File: src/hdl/ttc_config.svh
// ------------------------------------------------
// widths and reset values for the lite TTC channel
// the prescaler needs a data width of at least 16
// ------------------------------------------------

`ifndef TTC_CONFIG_SVH
`define TTC_CONFIG_SVH

// counter and register data width
`define TTC_DATA_W 16

// word address width on paddr
`define TTC_ADDR_W 4

// counter-control reset value
// only count_disable set, so the channel comes up stopped
`define TTC_CNTR_CTRL_RST 5'h01

`endif

File: src/hdl/ttc_pkg.sv
// ------------------------------------------------
// types shared by the lite TTC channel
// bit maps below are documentation only, no types
// ------------------------------------------------
`default_nettype none

`include "ttc_config.svh"

package ttc_pkg;

  // one data word, counter and registers
  typedef logic [`TTC_DATA_W-1:0] ttc_data_t;

  // register word addresses
  typedef enum logic [3:0] {
    REG_CLK_CTRL    = 4'd0,
    REG_CNTR_CTRL   = 4'd1,
    REG_COUNTER_VAL = 4'd2,  // read only
    REG_INTERVAL    = 4'd3,
    REG_MATCH       = 4'd4,
    REG_INT_STATUS  = 4'd5,  // clears on read
    REG_INT_ENABLE  = 4'd6
  } ttc_reg_addr_e;

  // counter sequencing states
  typedef enum logic [1:0] {
    CNT_IDLE   = 2'd0,
    CNT_RELOAD = 2'd1,
    CNT_RUN    = 2'd2
  } ttc_cnt_state_e;

  // counter control: 0 count_disable, 1 interval_mode, 2 decrement,
  //   3 match_enable, 4 restart
  // clock control: 0 prescale enable, 4:1 prescale value N, 6:5 unused
  // interrupts: 0 interval, 1 match, 2 overflow

endpackage

`default_nettype wire

File: src/hdl/ttc_count_rst_lite.sv
// ------------------------------------------------
// clock-control register and restart pulse
// restart must drop low before it can restart again
// ------------------------------------------------
`timescale 1ns/1ps
`default_nettype none

module ttc_count_rst_lite (
  input  wire        n_p_reset13,
  input  wire        pclk13,
  input  wire  [6:0] pwdata,
  input  wire        clk_ctrl_reg_sel,
  input  wire        restart,
  output logic       count_en_out,
  output logic [6:0] clk_ctrl_reg_out
);

  // restart already acted on, wait for it to go low
  logic restart_seen;

  // ------------------------------------------------
  // count enable generation
  // ------------------------------------------------

  // low out of reset, high from the first edge after
  always_ff @(posedge pclk13 or negedge n_p_reset13)
  begin
    if (!n_p_reset13)
    begin
      restart_seen <= 1'b0;
      count_en_out <= 1'b0;
    end
    else if (restart && !restart_seen)
    begin
      // rising restart, drop enable one cycle
      restart_seen <= 1'b1;
      count_en_out <= 1'b0;
    end
    else
    begin
      // rearm once restart is released
      if (!restart)
        restart_seen <= 1'b0;
      count_en_out <= 1'b1;
    end
  end

  // ------------------------------------------------
  // clock-control register
  // ------------------------------------------------

  // bits 6:5 kept for readback only
  always_ff @(posedge pclk13 or negedge n_p_reset13)
  begin
    if (!n_p_reset13)
      clk_ctrl_reg_out <= 7'h00;
    else if (clk_ctrl_reg_sel)
      clk_ctrl_reg_out <= pwdata;
  end

endmodule

`default_nettype wire

File: src/hdl/ttc_prescaler.sv
// ------------------------------------------------
// power-of-two prescaler, period 2^(N+1) when enabled
// external clock select bits are ignored
// ------------------------------------------------
`timescale 1ns/1ps
`default_nettype none

`include "ttc_config.svh"

module ttc_prescaler (
  input  wire        n_p_reset13,
  input  wire        pclk13,
  input  wire  [6:0] clk_ctrl,
  input  wire        count_en,
  input  wire        run,
  output logic       tick
);

  // one bit wider than data so 2^16 - 1 fits
  localparam int PS_W = `TTC_DATA_W + 1;

  logic            ps_en;
  logic [3:0]      ps_val;
  logic [PS_W-1:0] ps_cnt;
  logic [PS_W-1:0] ps_last;

  // clock-control fields
  assign ps_en  = clk_ctrl[0];
  assign ps_val = clk_ctrl[4:1];

  // terminal count 2^(N+1) - 1
  assign ps_last = (PS_W'(1) << (ps_val + 5'd1)) - PS_W'(1);

  // prescale off, tick every running cycle
  assign tick = ps_en ? (run && (ps_cnt == ps_last)) : run;

  // ------------------------------------------------
  // prescale count
  // ------------------------------------------------
  always_ff @(posedge pclk13 or negedge n_p_reset13)
  begin
    if (!n_p_reset13)
      ps_cnt <= '0;
    else if (!count_en || !run || !ps_en)
      // restart phase on reload or while stopped
      ps_cnt <= '0;
    else if (ps_cnt == ps_last)
      ps_cnt <= '0;
    else
      ps_cnt <= ps_cnt + PS_W'(1);
  end

endmodule

`default_nettype wire

File: src/hdl/ttc_counter_ctrl.sv
// ------------------------------------------------
// counter sequencing FSM, idle / reload / run
// reload always lasts exactly one cycle
// ------------------------------------------------
`timescale 1ns/1ps
`default_nettype none

module ttc_counter_ctrl (
  input  wire                     n_p_reset13,
  input  wire                     pclk13,
  input  wire                     count_en,
  input  wire                     count_disable,
  input  wire                     tick,
  output ttc_pkg::ttc_cnt_state_e state,
  output logic                    run,
  output logic                    load,
  output logic                    step
);

  import ttc_pkg::*;

  ttc_cnt_state_e state_nxt;

  // ------------------------------------------------
  // next state
  // ------------------------------------------------
  always_comb
  begin
    state_nxt = state;
    if (count_disable)
      // disabled wins over everything
      state_nxt = CNT_IDLE;
    else if (!count_en)
      // restart drop, reload from scratch
      state_nxt = CNT_RELOAD;
    else
    begin
      case (state)
        CNT_IDLE:   state_nxt = CNT_RELOAD;
        CNT_RELOAD: state_nxt = CNT_RUN;
        CNT_RUN:    state_nxt = CNT_RUN;
        default:    state_nxt = CNT_IDLE;
      endcase
    end
  end

  // state register
  always_ff @(posedge pclk13 or negedge n_p_reset13)
  begin
    if (!n_p_reset13)
      state <= CNT_IDLE;
    else
      state <= state_nxt;
  end

  // ------------------------------------------------
  // outputs, decoded from state
  // ------------------------------------------------

  // load for the single reload cycle
  assign load = (state == CNT_RELOAD);

  // prescaler runs only here
  assign run = (state == CNT_RUN);

  // each tick moves the counter by one
  assign step = run && tick;

endmodule

`default_nettype wire

File: src/hdl/ttc_counter.sv
// ------------------------------------------------
// 16-bit up/down counter with interval wrap
// event pulses are one cycle, with the value update
// ------------------------------------------------
`timescale 1ns/1ps
`default_nettype none

module ttc_counter (
  input  wire                     n_p_reset13,
  input  wire                     pclk13,
  input  ttc_pkg::ttc_cnt_state_e state,
  input  wire                     load,
  input  wire                     step,
  input  wire                     interval_mode,
  input  wire                     decrement,
  input  wire                     match_enable,
  input  ttc_pkg::ttc_data_t      interval_val,
  input  ttc_pkg::ttc_data_t      match_val,
  output ttc_pkg::ttc_data_t      count_val,
  output logic                    interval_evt,
  output logic                    match_evt,
  output logic                    overflow_evt
);

  import ttc_pkg::*;

  ttc_data_t load_val;
  ttc_data_t nxt_val;
  logic      nxt_int;
  logic      nxt_ovf;
  logic      adv;

  // start point, down counts begin at the top
  assign load_val = decrement ? (interval_mode ? interval_val : '1) : '0;

  // only advance while running
  assign adv = step && (state == CNT_RUN);

  // ------------------------------------------------
  // next value and wrap events
  // ------------------------------------------------
  always_comb
  begin
    nxt_val = count_val;
    nxt_int = 1'b0;
    nxt_ovf = 1'b0;
    if (decrement)
    begin
      if (count_val == '0)
      begin
        if (interval_mode)
        begin
          nxt_val = interval_val;
          nxt_int = 1'b1;
        end
        else
        begin
          nxt_val = '1;
          nxt_ovf = 1'b1;
        end
      end
      else
        nxt_val = count_val - 1'b1;
    end
    else
    begin
      if (interval_mode && (count_val == interval_val))
      begin
        nxt_val = '0;
        nxt_int = 1'b1;
      end
      else if (count_val == '1)
      begin
        nxt_val = '0;
        nxt_ovf = 1'b1;
      end
      else
        nxt_val = count_val + 1'b1;
    end
  end

  // ------------------------------------------------
  // value and event registers
  // ------------------------------------------------
  always_ff @(posedge pclk13 or negedge n_p_reset13)
  begin
    if (!n_p_reset13)
    begin
      count_val    <= '0;
      interval_evt <= 1'b0;
      match_evt    <= 1'b0;
      overflow_evt <= 1'b0;
    end
    else
    begin
      // pulses by default
      interval_evt <= 1'b0;
      match_evt    <= 1'b0;
      overflow_evt <= 1'b0;
      if (load)
        count_val <= load_val;
      else if (adv)
      begin
        count_val    <= nxt_val;
        interval_evt <= nxt_int;
        overflow_evt <= nxt_ovf;
        // match on the value being entered
        match_evt    <= match_enable && (nxt_val == match_val);
      end
    end
  end

endmodule

`default_nettype wire

File: src/hdl/ttc_reg_file.sv
// ------------------------------------------------
// APB register file, no wait states, no pslverr
// status is sticky and clears on read
// ------------------------------------------------
`timescale 1ns/1ps
`default_nettype none

`include "ttc_config.svh"

module ttc_reg_file (
  input  wire                      n_p_reset13,
  input  wire                      pclk13,
  input  wire                      psel,
  input  wire                      penable,
  input  wire                      pwrite,
  input  wire  [`TTC_ADDR_W-1:0]   paddr,
  input  ttc_pkg::ttc_data_t       pwdata,
  output ttc_pkg::ttc_data_t       prdata,
  output logic                     clk_ctrl_reg_sel,
  input  wire  [6:0]               clk_ctrl,
  input  ttc_pkg::ttc_data_t       count_val,
  input  wire                      interval_evt,
  input  wire                      match_evt,
  input  wire                      overflow_evt,
  output logic                     restart,
  output logic                     count_disable,
  output logic                     interval_mode,
  output logic                     decrement,
  output logic                     match_enable,
  output ttc_pkg::ttc_data_t       interval_val,
  output ttc_pkg::ttc_data_t       match_val,
  output logic                     irq
);

  import ttc_pkg::*;

  ttc_reg_addr_e addr;
  logic          wr_en;
  logic          rd_en;
  logic [4:0]    cntr_ctrl;
  logic [2:0]    int_enable;
  logic [2:0]    int_status;
  logic [2:0]    int_evts;

  // ------------------------------------------------
  // bus decode
  // ------------------------------------------------
  assign addr  = ttc_reg_addr_e'(paddr);
  assign wr_en = psel && penable && pwrite;
  assign rd_en = psel && penable && !pwrite;

  // clock-control lives in the restart block
  assign clk_ctrl_reg_sel = wr_en && (addr == REG_CLK_CTRL);

  // counter-control fields
  assign count_disable = cntr_ctrl[0];
  assign interval_mode = cntr_ctrl[1];
  assign decrement     = cntr_ctrl[2];
  assign match_enable  = cntr_ctrl[3];
  assign restart       = cntr_ctrl[4];

  // ------------------------------------------------
  // writable registers
  // ------------------------------------------------
  always_ff @(posedge pclk13 or negedge n_p_reset13)
  begin
    if (!n_p_reset13)
    begin
      cntr_ctrl    <= `TTC_CNTR_CTRL_RST;
      interval_val <= '0;
      match_val    <= '0;
      int_enable   <= 3'b000;
    end
    else if (wr_en)
    begin
      case (addr)
        REG_CNTR_CTRL:  cntr_ctrl    <= pwdata[4:0];
        REG_INTERVAL:   interval_val <= pwdata;
        REG_MATCH:      match_val    <= pwdata;
        REG_INT_ENABLE: int_enable   <= pwdata[2:0];
        default:        ;
      endcase
    end
  end

  // ------------------------------------------------
  // sticky status and irq
  // ------------------------------------------------

  // bit order interval, match, overflow
  assign int_evts = {overflow_evt, match_evt, interval_evt};

  // clear on read, a same-edge event still lands
  always_ff @(posedge pclk13 or negedge n_p_reset13)
  begin
    if (!n_p_reset13)
    begin
      int_status <= 3'b000;
      irq        <= 1'b0;
    end
    else
    begin
      if (rd_en && (addr == REG_INT_STATUS))
        int_status <= int_evts;
      else
        int_status <= int_status | int_evts;
      irq <= |(int_status & int_enable);
    end
  end

  // ------------------------------------------------
  // readback mux, unused bits and addresses read 0
  // ------------------------------------------------
  always_comb
  begin
    prdata = '0;
    if (psel && !pwrite)
    begin
      case (addr)
        REG_CLK_CTRL:    prdata[6:0] = clk_ctrl;
        REG_CNTR_CTRL:   prdata[4:0] = cntr_ctrl;
        REG_COUNTER_VAL: prdata      = count_val;
        REG_INTERVAL:    prdata      = interval_val;
        REG_MATCH:       prdata      = match_val;
        REG_INT_STATUS:  prdata[2:0] = int_status;
        REG_INT_ENABLE:  prdata[2:0] = int_enable;
        default:         prdata      = '0;
      endcase
    end
  end

endmodule

`default_nettype wire

File: src/hdl/ttc_lite_top.sv
// ------------------------------------------------
// single-channel lite TTC, always clocked by pclk13
// no wave output, no pready or pslverr
// ------------------------------------------------
`timescale 1ns/1ps
`default_nettype none

`include "ttc_config.svh"

module ttc_lite_top (
  input  wire                    n_p_reset13,
  input  wire                    pclk13,
  input  wire                    psel,
  input  wire                    penable,
  input  wire                    pwrite,
  input  wire  [`TTC_ADDR_W-1:0] paddr,
  input  ttc_pkg::ttc_data_t     pwdata,
  output ttc_pkg::ttc_data_t     prdata,
  output logic                   irq
);

  import ttc_pkg::*;

  // register file to restart block
  logic           clk_ctrl_reg_sel;
  logic [6:0]     clk_ctrl;
  logic           count_en;

  // counter-control fields
  logic           restart;
  logic           count_disable;
  logic           interval_mode;
  logic           decrement;
  logic           match_enable;
  ttc_data_t      interval_val;
  ttc_data_t      match_val;

  // sequencing
  ttc_cnt_state_e state;
  logic           run;
  logic           load;
  logic           step;
  logic           tick;

  // counter results
  ttc_data_t      count_val;
  logic           interval_evt;
  logic           match_evt;
  logic           overflow_evt;

  // ------------------------------------------------
  // bus side
  // ------------------------------------------------
  ttc_reg_file u_reg_file (
    .n_p_reset13      (n_p_reset13),
    .pclk13           (pclk13),
    .psel             (psel),
    .penable          (penable),
    .pwrite           (pwrite),
    .paddr            (paddr),
    .pwdata           (pwdata),
    .prdata           (prdata),
    .clk_ctrl_reg_sel (clk_ctrl_reg_sel),
    .clk_ctrl         (clk_ctrl),
    .count_val        (count_val),
    .interval_evt     (interval_evt),
    .match_evt        (match_evt),
    .overflow_evt     (overflow_evt),
    .restart          (restart),
    .count_disable    (count_disable),
    .interval_mode    (interval_mode),
    .decrement        (decrement),
    .match_enable     (match_enable),
    .interval_val     (interval_val),
    .match_val        (match_val),
    .irq              (irq)
  );

  ttc_count_rst_lite u_count_rst (
    .n_p_reset13      (n_p_reset13),
    .pclk13           (pclk13),
    .pwdata           (pwdata[6:0]),
    .clk_ctrl_reg_sel (clk_ctrl_reg_sel),
    .restart          (restart),
    .count_en_out     (count_en),
    .clk_ctrl_reg_out (clk_ctrl)
  );

  // ------------------------------------------------
  // timer side
  // ------------------------------------------------
  ttc_prescaler u_prescaler (
    .n_p_reset13 (n_p_reset13),
    .pclk13      (pclk13),
    .clk_ctrl    (clk_ctrl),
    .count_en    (count_en),
    .run         (run),
    .tick        (tick)
  );

  ttc_counter_ctrl u_counter_ctrl (
    .n_p_reset13   (n_p_reset13),
    .pclk13        (pclk13),
    .count_en      (count_en),
    .count_disable (count_disable),
    .tick          (tick),
    .state         (state),
    .run           (run),
    .load          (load),
    .step          (step)
  );

  ttc_counter u_counter (
    .n_p_reset13   (n_p_reset13),
    .pclk13        (pclk13),
    .state         (state),
    .load          (load),
    .step          (step),
    .interval_mode (interval_mode),
    .decrement     (decrement),
    .match_enable  (match_enable),
    .interval_val  (interval_val),
    .match_val     (match_val),
    .count_val     (count_val),
    .interval_evt  (interval_evt),
    .match_evt     (match_evt),
    .overflow_evt  (overflow_evt)
  );

endmodule

`default_nettype wire

File: config.mk
export PLATFORM = sky130hd
export DESIGN_NAME = ttc_lite_top
export DESIGN_NICKNAME = d
export VERILOG_FILES = /design/src/hdl/ttc_pkg.sv /design/src/hdl/ttc_count_rst_lite.sv /design/src/hdl/ttc_prescaler.sv /design/src/hdl/ttc_counter_ctrl.sv /design/src/hdl/ttc_counter.sv /design/src/hdl/ttc_reg_file.sv /design/src/hdl/ttc_lite_top.sv
export VERILOG_INCLUDE_DIRS = /design/src /design/src/hdl
export SDC_FILE = /design/constraint.sdc
export NUM_CORES = 1
export LEC_CHECK = 0
export BUFFER_PORTS_ARGS = -buffer_cell sky130_fd_sc_hd__buf_4
export CAP_MARGIN = 15
export CORE_UTILIZATION = 30
export DETAILED_ROUTE_END_ITERATION = 10
export SLEW_MARGIN = 20
export SYNTH_ARGS = -nofsm -noshare
export SYNTH_HDL_FRONTEND = slang
export SYNTH_SLANG_ARGS = --single-unit
File: constraint.sdc
create_clock -name pclk13 -period 4.3 [get_ports pclk13]
set_input_delay 0.215 -clock pclk13 [delete_from_list [all_inputs] [get_ports pclk13]]
set_output_delay 0.215 -clock pclk13 [all_outputs]
set_load 0.05 [all_outputs]
==> results of run 1 <==
## metal layers
layer	vias to the layer above	GRT usage [%]	wire length (um)
li1	2653	-	-
met1	2751	25.7	8640
met4	0	7.99	503
met3	43	3.27	1380
met2	253	26.9	8510
met5	-	0	0
## critical path, delay by kind of cell, from the launching register on
kind / cells / cell delay [ps]
AND/OR/NAND/NOR: 6 / 2270
adder cells (fa/ha/maj): 1 / 350
AO/OA/AOI/OAI: 4 / 910
flip-flops: 1 / 380
## worst paths after layout
check	to	depth (start not counted)	start
max in group asynchronous	u_counter.count_val[1]	3	n_p_reset13
min in group asynchronous	u_counter.count_val[12]	2	n_p_reset13
worst max-delay path	u_counter.match_evt	11	u_count_rst.clk_ctrl_reg_out[2]
worst min register to register	u_count_rst.count_en_out	1	u_count_rst.restart_seen
worst min-delay path	u_reg_file.interval_val[11]	2	pwdata[11]
worst max register to register	u_counter.match_evt	11	u_count_rst.clk_ctrl_reg_out[2]
## state kept, by name (all words and copies together), names as in the netlist, 3 cells and up
register                      flops
u_counter.count_val              16
u_prescaler.ps_cnt               17
u_reg_file.match_val             16
u_reg_file.int_enable             3
u_count_rst.clk_ctrl_reg_out      7
u_reg_file.interval_val          16
u_reg_file.cntr_ctrl              5
u_reg_file.int_status             3
## layout make-up
cell class                      instances  share of cell area, %
Multi-Input combinational cell        560                   52.7
Sequential cell                        91                   31.5
Timing Repair Buffer                   59                   6.15
Tap cell                              275                   4.75
Clock buffer                            9                   3.11
Inverter                               19                  0.985
Clock inverter                          7                  0.813
## cell usage after synthesis, types with 3 or more instances
cell type  instances
dfrtp_1           90
nor2_1            74
clkbuf_1          48
nand2_1           47
mux2_2            46
xor2_1            39
a21oi_1           36
o21ai_0           36
xnor2_1           34
nand3_1           23
a22oi_1           17
inv_1             16
mux2i_1           13
nor3_1            13
and3_1            12
a31oi_1           11
a222oi_1          10
buf_2             10
nand4_1           10
nand2b_1           9
o211ai_1           9
and2_1             8
ha_1               8
nor2b_1            8
nor4_1             8
or3_1              8
a21o_1             5
nor3b_1            5
nor4b_1            5
o22ai_1            5
o31ai_1            5
or4_1              5
o21a_1             4
a211oi_1           3
a21boi_0           3
clkinv_1           3
o21ai_1            3
## logic make-up after synthesis
group,count (synthesis),synth area share (%)
simple gates,251,20.4
compound gates,168,17.4
flops,91,35.6
buf+inv,78,4.78
xor+xnor,73,10.0
mux,59,10.1
fa+ha+maj,8,1.57
other cells,1,0.0587
## timing repair
item / in CTS / in global routing
gates resized for setup: 0 / 0
hold endpoints to repair: 58 / 0
hold buffers: 1 / 0
## power groups by stage
stage,logic (mW),registers (mW),clock network (mW)
global placement,1.51,1.28,0
detailed placement,1.50,1.28,0
CTS,1.52,1.26,0.799
global route,1.70,1.29,0.834
floorplan,1.24,1.10,0
finish,1.54,1.27,0.781
==> reports/results.txt, run 1 <==
Most common cell after layout, fill and taps aside: dfrtp_1
Gr ovfl total: 0
Multi-input logic area: 0.00381 mm2
Clock power frac: 21.7%
DRC viols: 0
DR iter-0 viols: 624
Skew final: 13.6 ps
TNS Setup: 0 ps
Internal Power: 2.05 mW
H-tree depth: 3
Pwr/cell area: 497 mW/mm2
Setup repair after global routing missed its margin: false
First-pass GRT wire length: 31,000 um
Core Region: 0.0210 mm2
# port buffers: 41
CP required: 4570 ps
Clock Path Buffers: 2
Leading area contributor after synthesis: dfrtp_1
Crit Path Max Fanout: 12
Crit-path slowest cell: or4_4
CTS tree: done
Hold WC Path Type: in2reg
Net Switching: 1.55 mW
Share of cells above drive strength 1: 17.7%
Core Util, Final: 34.5%
Syn_nets: 762
Root Driver: clkbuf_16
WL/cell: 18.7 um
Vias in the first global route: 5,458
CP Launch Type: register
Post-synthesis sequential area ratio: 35.6%
Slew margin rel.: 24.5%
# clock sinks: 91
Cells after synthesis: 729
Switch share: 43.1%
Ys Warns: 0
#FFs+latches synth: 91
Row cnt: 53
Final GP Congestion: 0.967
FMAX: 0.250 GHz
Cell area after synthesis: 0.00639 mm2
FF/Latch Area: 0.00228 mm2
Fin crit share: 93.0%
CTS Buf Count: 9
Vias: 5,700
Sequential share of power: 35.4%
Tightest Pin Transition: 1130 ps
Die Wd: 148 um
Tot Pwr: 3.60 mW
DRT Pass-1 Iters: 6
LEAKAGE: 3.02 nW
Hpwl dp: 13,500 um
Inserted Diodes: 0
Final ANT Viol Nets: 0
Initial antenna violation count: 0
Area after DPL: 0.00694 mm2
Area growth from synthesis to final layout: 13.2%
CP Class: reg2reg
CP peak stage delay: 560 ps
Initial core utilization: 30.5%
Status: completed
Pin count of the biggest net entering global routing: 61
EDFF count, synth: 0
Die height: 148 um
Maxcap violations: 0
Dpl ws: 365 ps
Reg clk slew, reported paths: 80 ps
Final hold vios: 0
Most frequent cells in the layout: dfrtp_1 (90), nor2_1 (74), buf_4 (58)
Largest cells by area after synthesis: dfrtp_1 (35%), mux2_2 (8.1%), xor2_1 (5.3%)
Asr flop ratio synth: 100%
IO Pins: 42
Peak supply drop: 246 uV
Post-route minimum period: 4000 ps
DP Cell Count: 1,003
Worst setup margin: 303 ps
Avg Inst Size Synth: 8.77 um2
GRT Total Usage: 18.2%
Setup violators final: 0
Max Slew Vio Count: 0
Worst hold slack: 95.3 ps
Post-CTS setup buffers: 0
Yosys top cell area share: 35.2%
Critical Path AT: 4260 ps
R2r setup slk: 300 ps
Combinational share of power: 42.9%
Post-layout instance area: 0.00724 mm2
Yosys cell types: 72
CP cell instances: or4_4 -> ha_1 -> or4bb_1 -> a21oi_1 -> o21a_1 -> o21ai_1 -> o41a_1 -> nand2b_1 -> nand2b_4 -> or4_1 -> nor4_2
CP Capture Type: register
Full die area: 0.0219 mm2
Clock latency at the later pin of the worst-skew pair: 360 ps
Filler cell count: 2,202
Via/cell ratio: 5.59
Top FF cell, synth: dfrtp_1
Post-Route WL: 19,000 um
Net count, final: 773
Fin cells: 1,020
(Power assumes the default switching activity.)
==> run 2: changes to the inputs <==
--- a/config.mk
+++ b/config.mk
@@ -9,6 +9,7 @@
 export BUFFER_PORTS_ARGS = -buffer_cell sky130_fd_sc_hd__buf_4
 export CAP_MARGIN = 15
 export CORE_UTILIZATION = 30
+export CTS_BUF_LIST = sky130_fd_sc_hd__clkbuf_4
 export DETAILED_ROUTE_END_ITERATION = 10
 export SLEW_MARGIN = 20
 export SYNTH_ARGS = -nofsm -noshare
==> reports/results.txt, run 2 (synthesis gave the netlist of run 1 again) <==
Status: completed
Setup violators final: 0 (unchanged)
Initial antenna violation count: 1 (+1)
Slew margin rel.: 24.5% (-0.060 points)
CP required: 4730 ps (+160 ps)
Maxcap violations: 0 (unchanged)
WL/cell: 18.3 um (-2.1%)
Pin count of the biggest net entering global routing: 61 (unchanged)
Vias: 5,792 (+1.6%)
First-pass GRT wire length: 31,000 um (about the same)
CTS tree: done
Setup repair after global routing missed its margin: false
Die height: 148 um (unchanged)
Via/cell ratio: 5.59 (about the same)
R2R depth: 11 (unchanged)
Max Slew Vio Count: 0 (unchanged)
Post-CTS setup buffers: 0 (unchanged)
Dpl ws: 365 ps (unchanged)
Core Region: 0.0210 mm2 (unchanged)
Gr ovfl total: 0 (unchanged)
Net count, final: 789 (+2.1%)
Hpwl dp: 13,500 um (unchanged)
H-tree depth: 3 (unchanged)
Max reg flops: 17 (unchanged)
CP Capture Type: register
Hold buffer count at CTS: 17 (+16)
Crit Path Max Fanout: 12 (unchanged)
Full die area: 0.0219 mm2 (unchanged)
Filler cell count: 2,207 (+0.23%)
IO Pins: 42 (unchanged)
LEAKAGE: 3.02 nW (about the same)
Internal Power: 1.78 mW (-13%)
Share of cells above drive strength 1: 17.3% (-0.37 points)
Initial core utilization: 30.5% (unchanged)
Critical Path AT: 4420 ps (+160 ps)
Clock Path Buffers: 2 (unchanged)
Reg clk slew, reported paths: 180 ps (+100 ps)
FMAX: 0.250 GHz (about the same)
TNS Setup: 0 ps (unchanged)
# clock sinks: 91 (unchanged)
CTS Buf Count: 9 (unchanged)
Area growth from synthesis to final layout: 13.3% (about the same)
Most common cell after layout, fill and taps aside: dfrtp_1
DRC viols: 0 (unchanged)
Peak supply drop: 231 uV (-6.4%)
Tightest Pin Transition: 1130 ps (+0.893 ps)
Die Wd: 148 um (unchanged)
GRT Total Usage: 18.1% (-0.033 points)
CP Class: reg2reg
Skew final: 31.9 ps (+18.4 ps)
Combinational share of power: 47.2% (+4.3 points)
Clock power frac: 14.3% (-7.4 points)
Row cnt: 53 (unchanged)
Hold WC Path Type: in2reg
# port buffers: 41 (unchanged)
DR iter-0 viols: 624 (unchanged)
Tot Pwr: 3.30 mW (-8.3%)
Final GP Congestion: 0.967 (unchanged)
Post-route minimum period: 4000 ps (-1.04 ps)
Switch share: 45.9% (+2.9 points)
Clock latency at the later pin of the worst-skew pair: 510 ps (+150 ps)
Biggest register: u_prescaler.ps_cnt
Pwr/cell area: 455 mW/mm2 (-8.4%)
Net Switching: 1.52 mW (-2.2%)
Vias in the first global route: 5,504 (+0.84%)
Final hold vios: 0 (unchanged)
Post-Route WL: 18,900 um (-0.46%)
Hold path depth: 3 (+1)
Post-CTS Resized: 0 (unchanged)
DRT Pass-1 Iters: 6 (unchanged)
Final ANT Viol Nets: 0 (unchanged)
Most frequent cells in the layout: dfrtp_1 (90), nor2_1 (74), buf_4 (58)
CP Launch Type: register
Fin crit share: 92.9% (about the same)
Worst setup margin: 304 ps (+1.04 ps)
Root Driver: clkbuf_4
Sequential share of power: 38.5% (+3.1 points)
==> run 2: layer usage <==
layer,wire length [um],share of wire (%),track usage [%],up-vias
li1,-,-,-,2680
met1,8500,45,25.7,2807
met2,8390,44,26.7,262
met3,1570,8.3,3.52,43
met4,488,2.6,7.78,0
met5,0,0,0,-
==> run 2: critical path, stage by stage (launching register included) <==
cell and delay (ps):
dfrtp_1 410, or4_4 560, ha_1 350, or4bb_1 520, a21oi_1 180, o21a_1 130, o21ai_1 70, o41a_1 530
nand2b_1 210, nand2b_4 170, or4_1 540, nor4_2 290
==> run 2: layout make-up <==
| cell class | count | area, um2 | share of cell area [%] |
|---|---|---|---|
| Antenna cell | 1 | 2.50 | 0.0346 |
| Clock buffer | 9 | 67.6 | 0.933 |
| Clock inverter | 7 | 58.8 | 0.812 |
| Inverter | 19 | 71.3 | 0.985 |
| Multi-Input combinational cell | 560 | 3810 | 52.7 |
| Sequential cell | 91 | 2280 | 31.5 |
| Tap cell | 275 | 344 | 4.75 |
| Timing Repair Buffer | 75 | 606 | 8.36 |
==> run 2: per-stage QoR <==
step	utilization, %	area (um2)	instances	hold slack [ps]
after floorplan	-	6390	729	-80.6
after global placement	33.1	6940	1003	343
after detailed placement	33.1	6940	1003	347
after CTS	34.5	7240	1036	59.0
after global routing	34.6	7240	1037	101
final	34.6	7240	1037	92.9
==> run 2: final timing paths <==
| kind | end | startpoint | slack, ps |
|---|---|---|---|
| worst min register to register | u_count_rst.count_en_out | u_count_rst.restart_seen | 450 |
| worst max-delay path | u_counter.match_evt | u_count_rst.clk_ctrl_reg_out[2] | 300 |
| worst min-delay path | u_reg_file.int_status[1] | penable | 90 |
| worst max register to register | u_counter.match_evt | u_count_rst.clk_ctrl_reg_out[2] | 300 |
| max in group asynchronous | u_reg_file.match_val[1] | n_p_reset13 | 3060 |
| min in group asynchronous | u_reg_file.match_val[7] | n_p_reset13 | 310 |
==> run 2: power by group through the flow <==
stage	sequential (mW)	combinational (mW)	clock, mW
floorplan	1.10	1.24	0
global placement	1.28	1.51	0
detailed placement	1.28	1.50	0
CTS	1.26	1.53	0.489
global route	1.29	1.71	0.521
finish	1.27	1.56	0.472
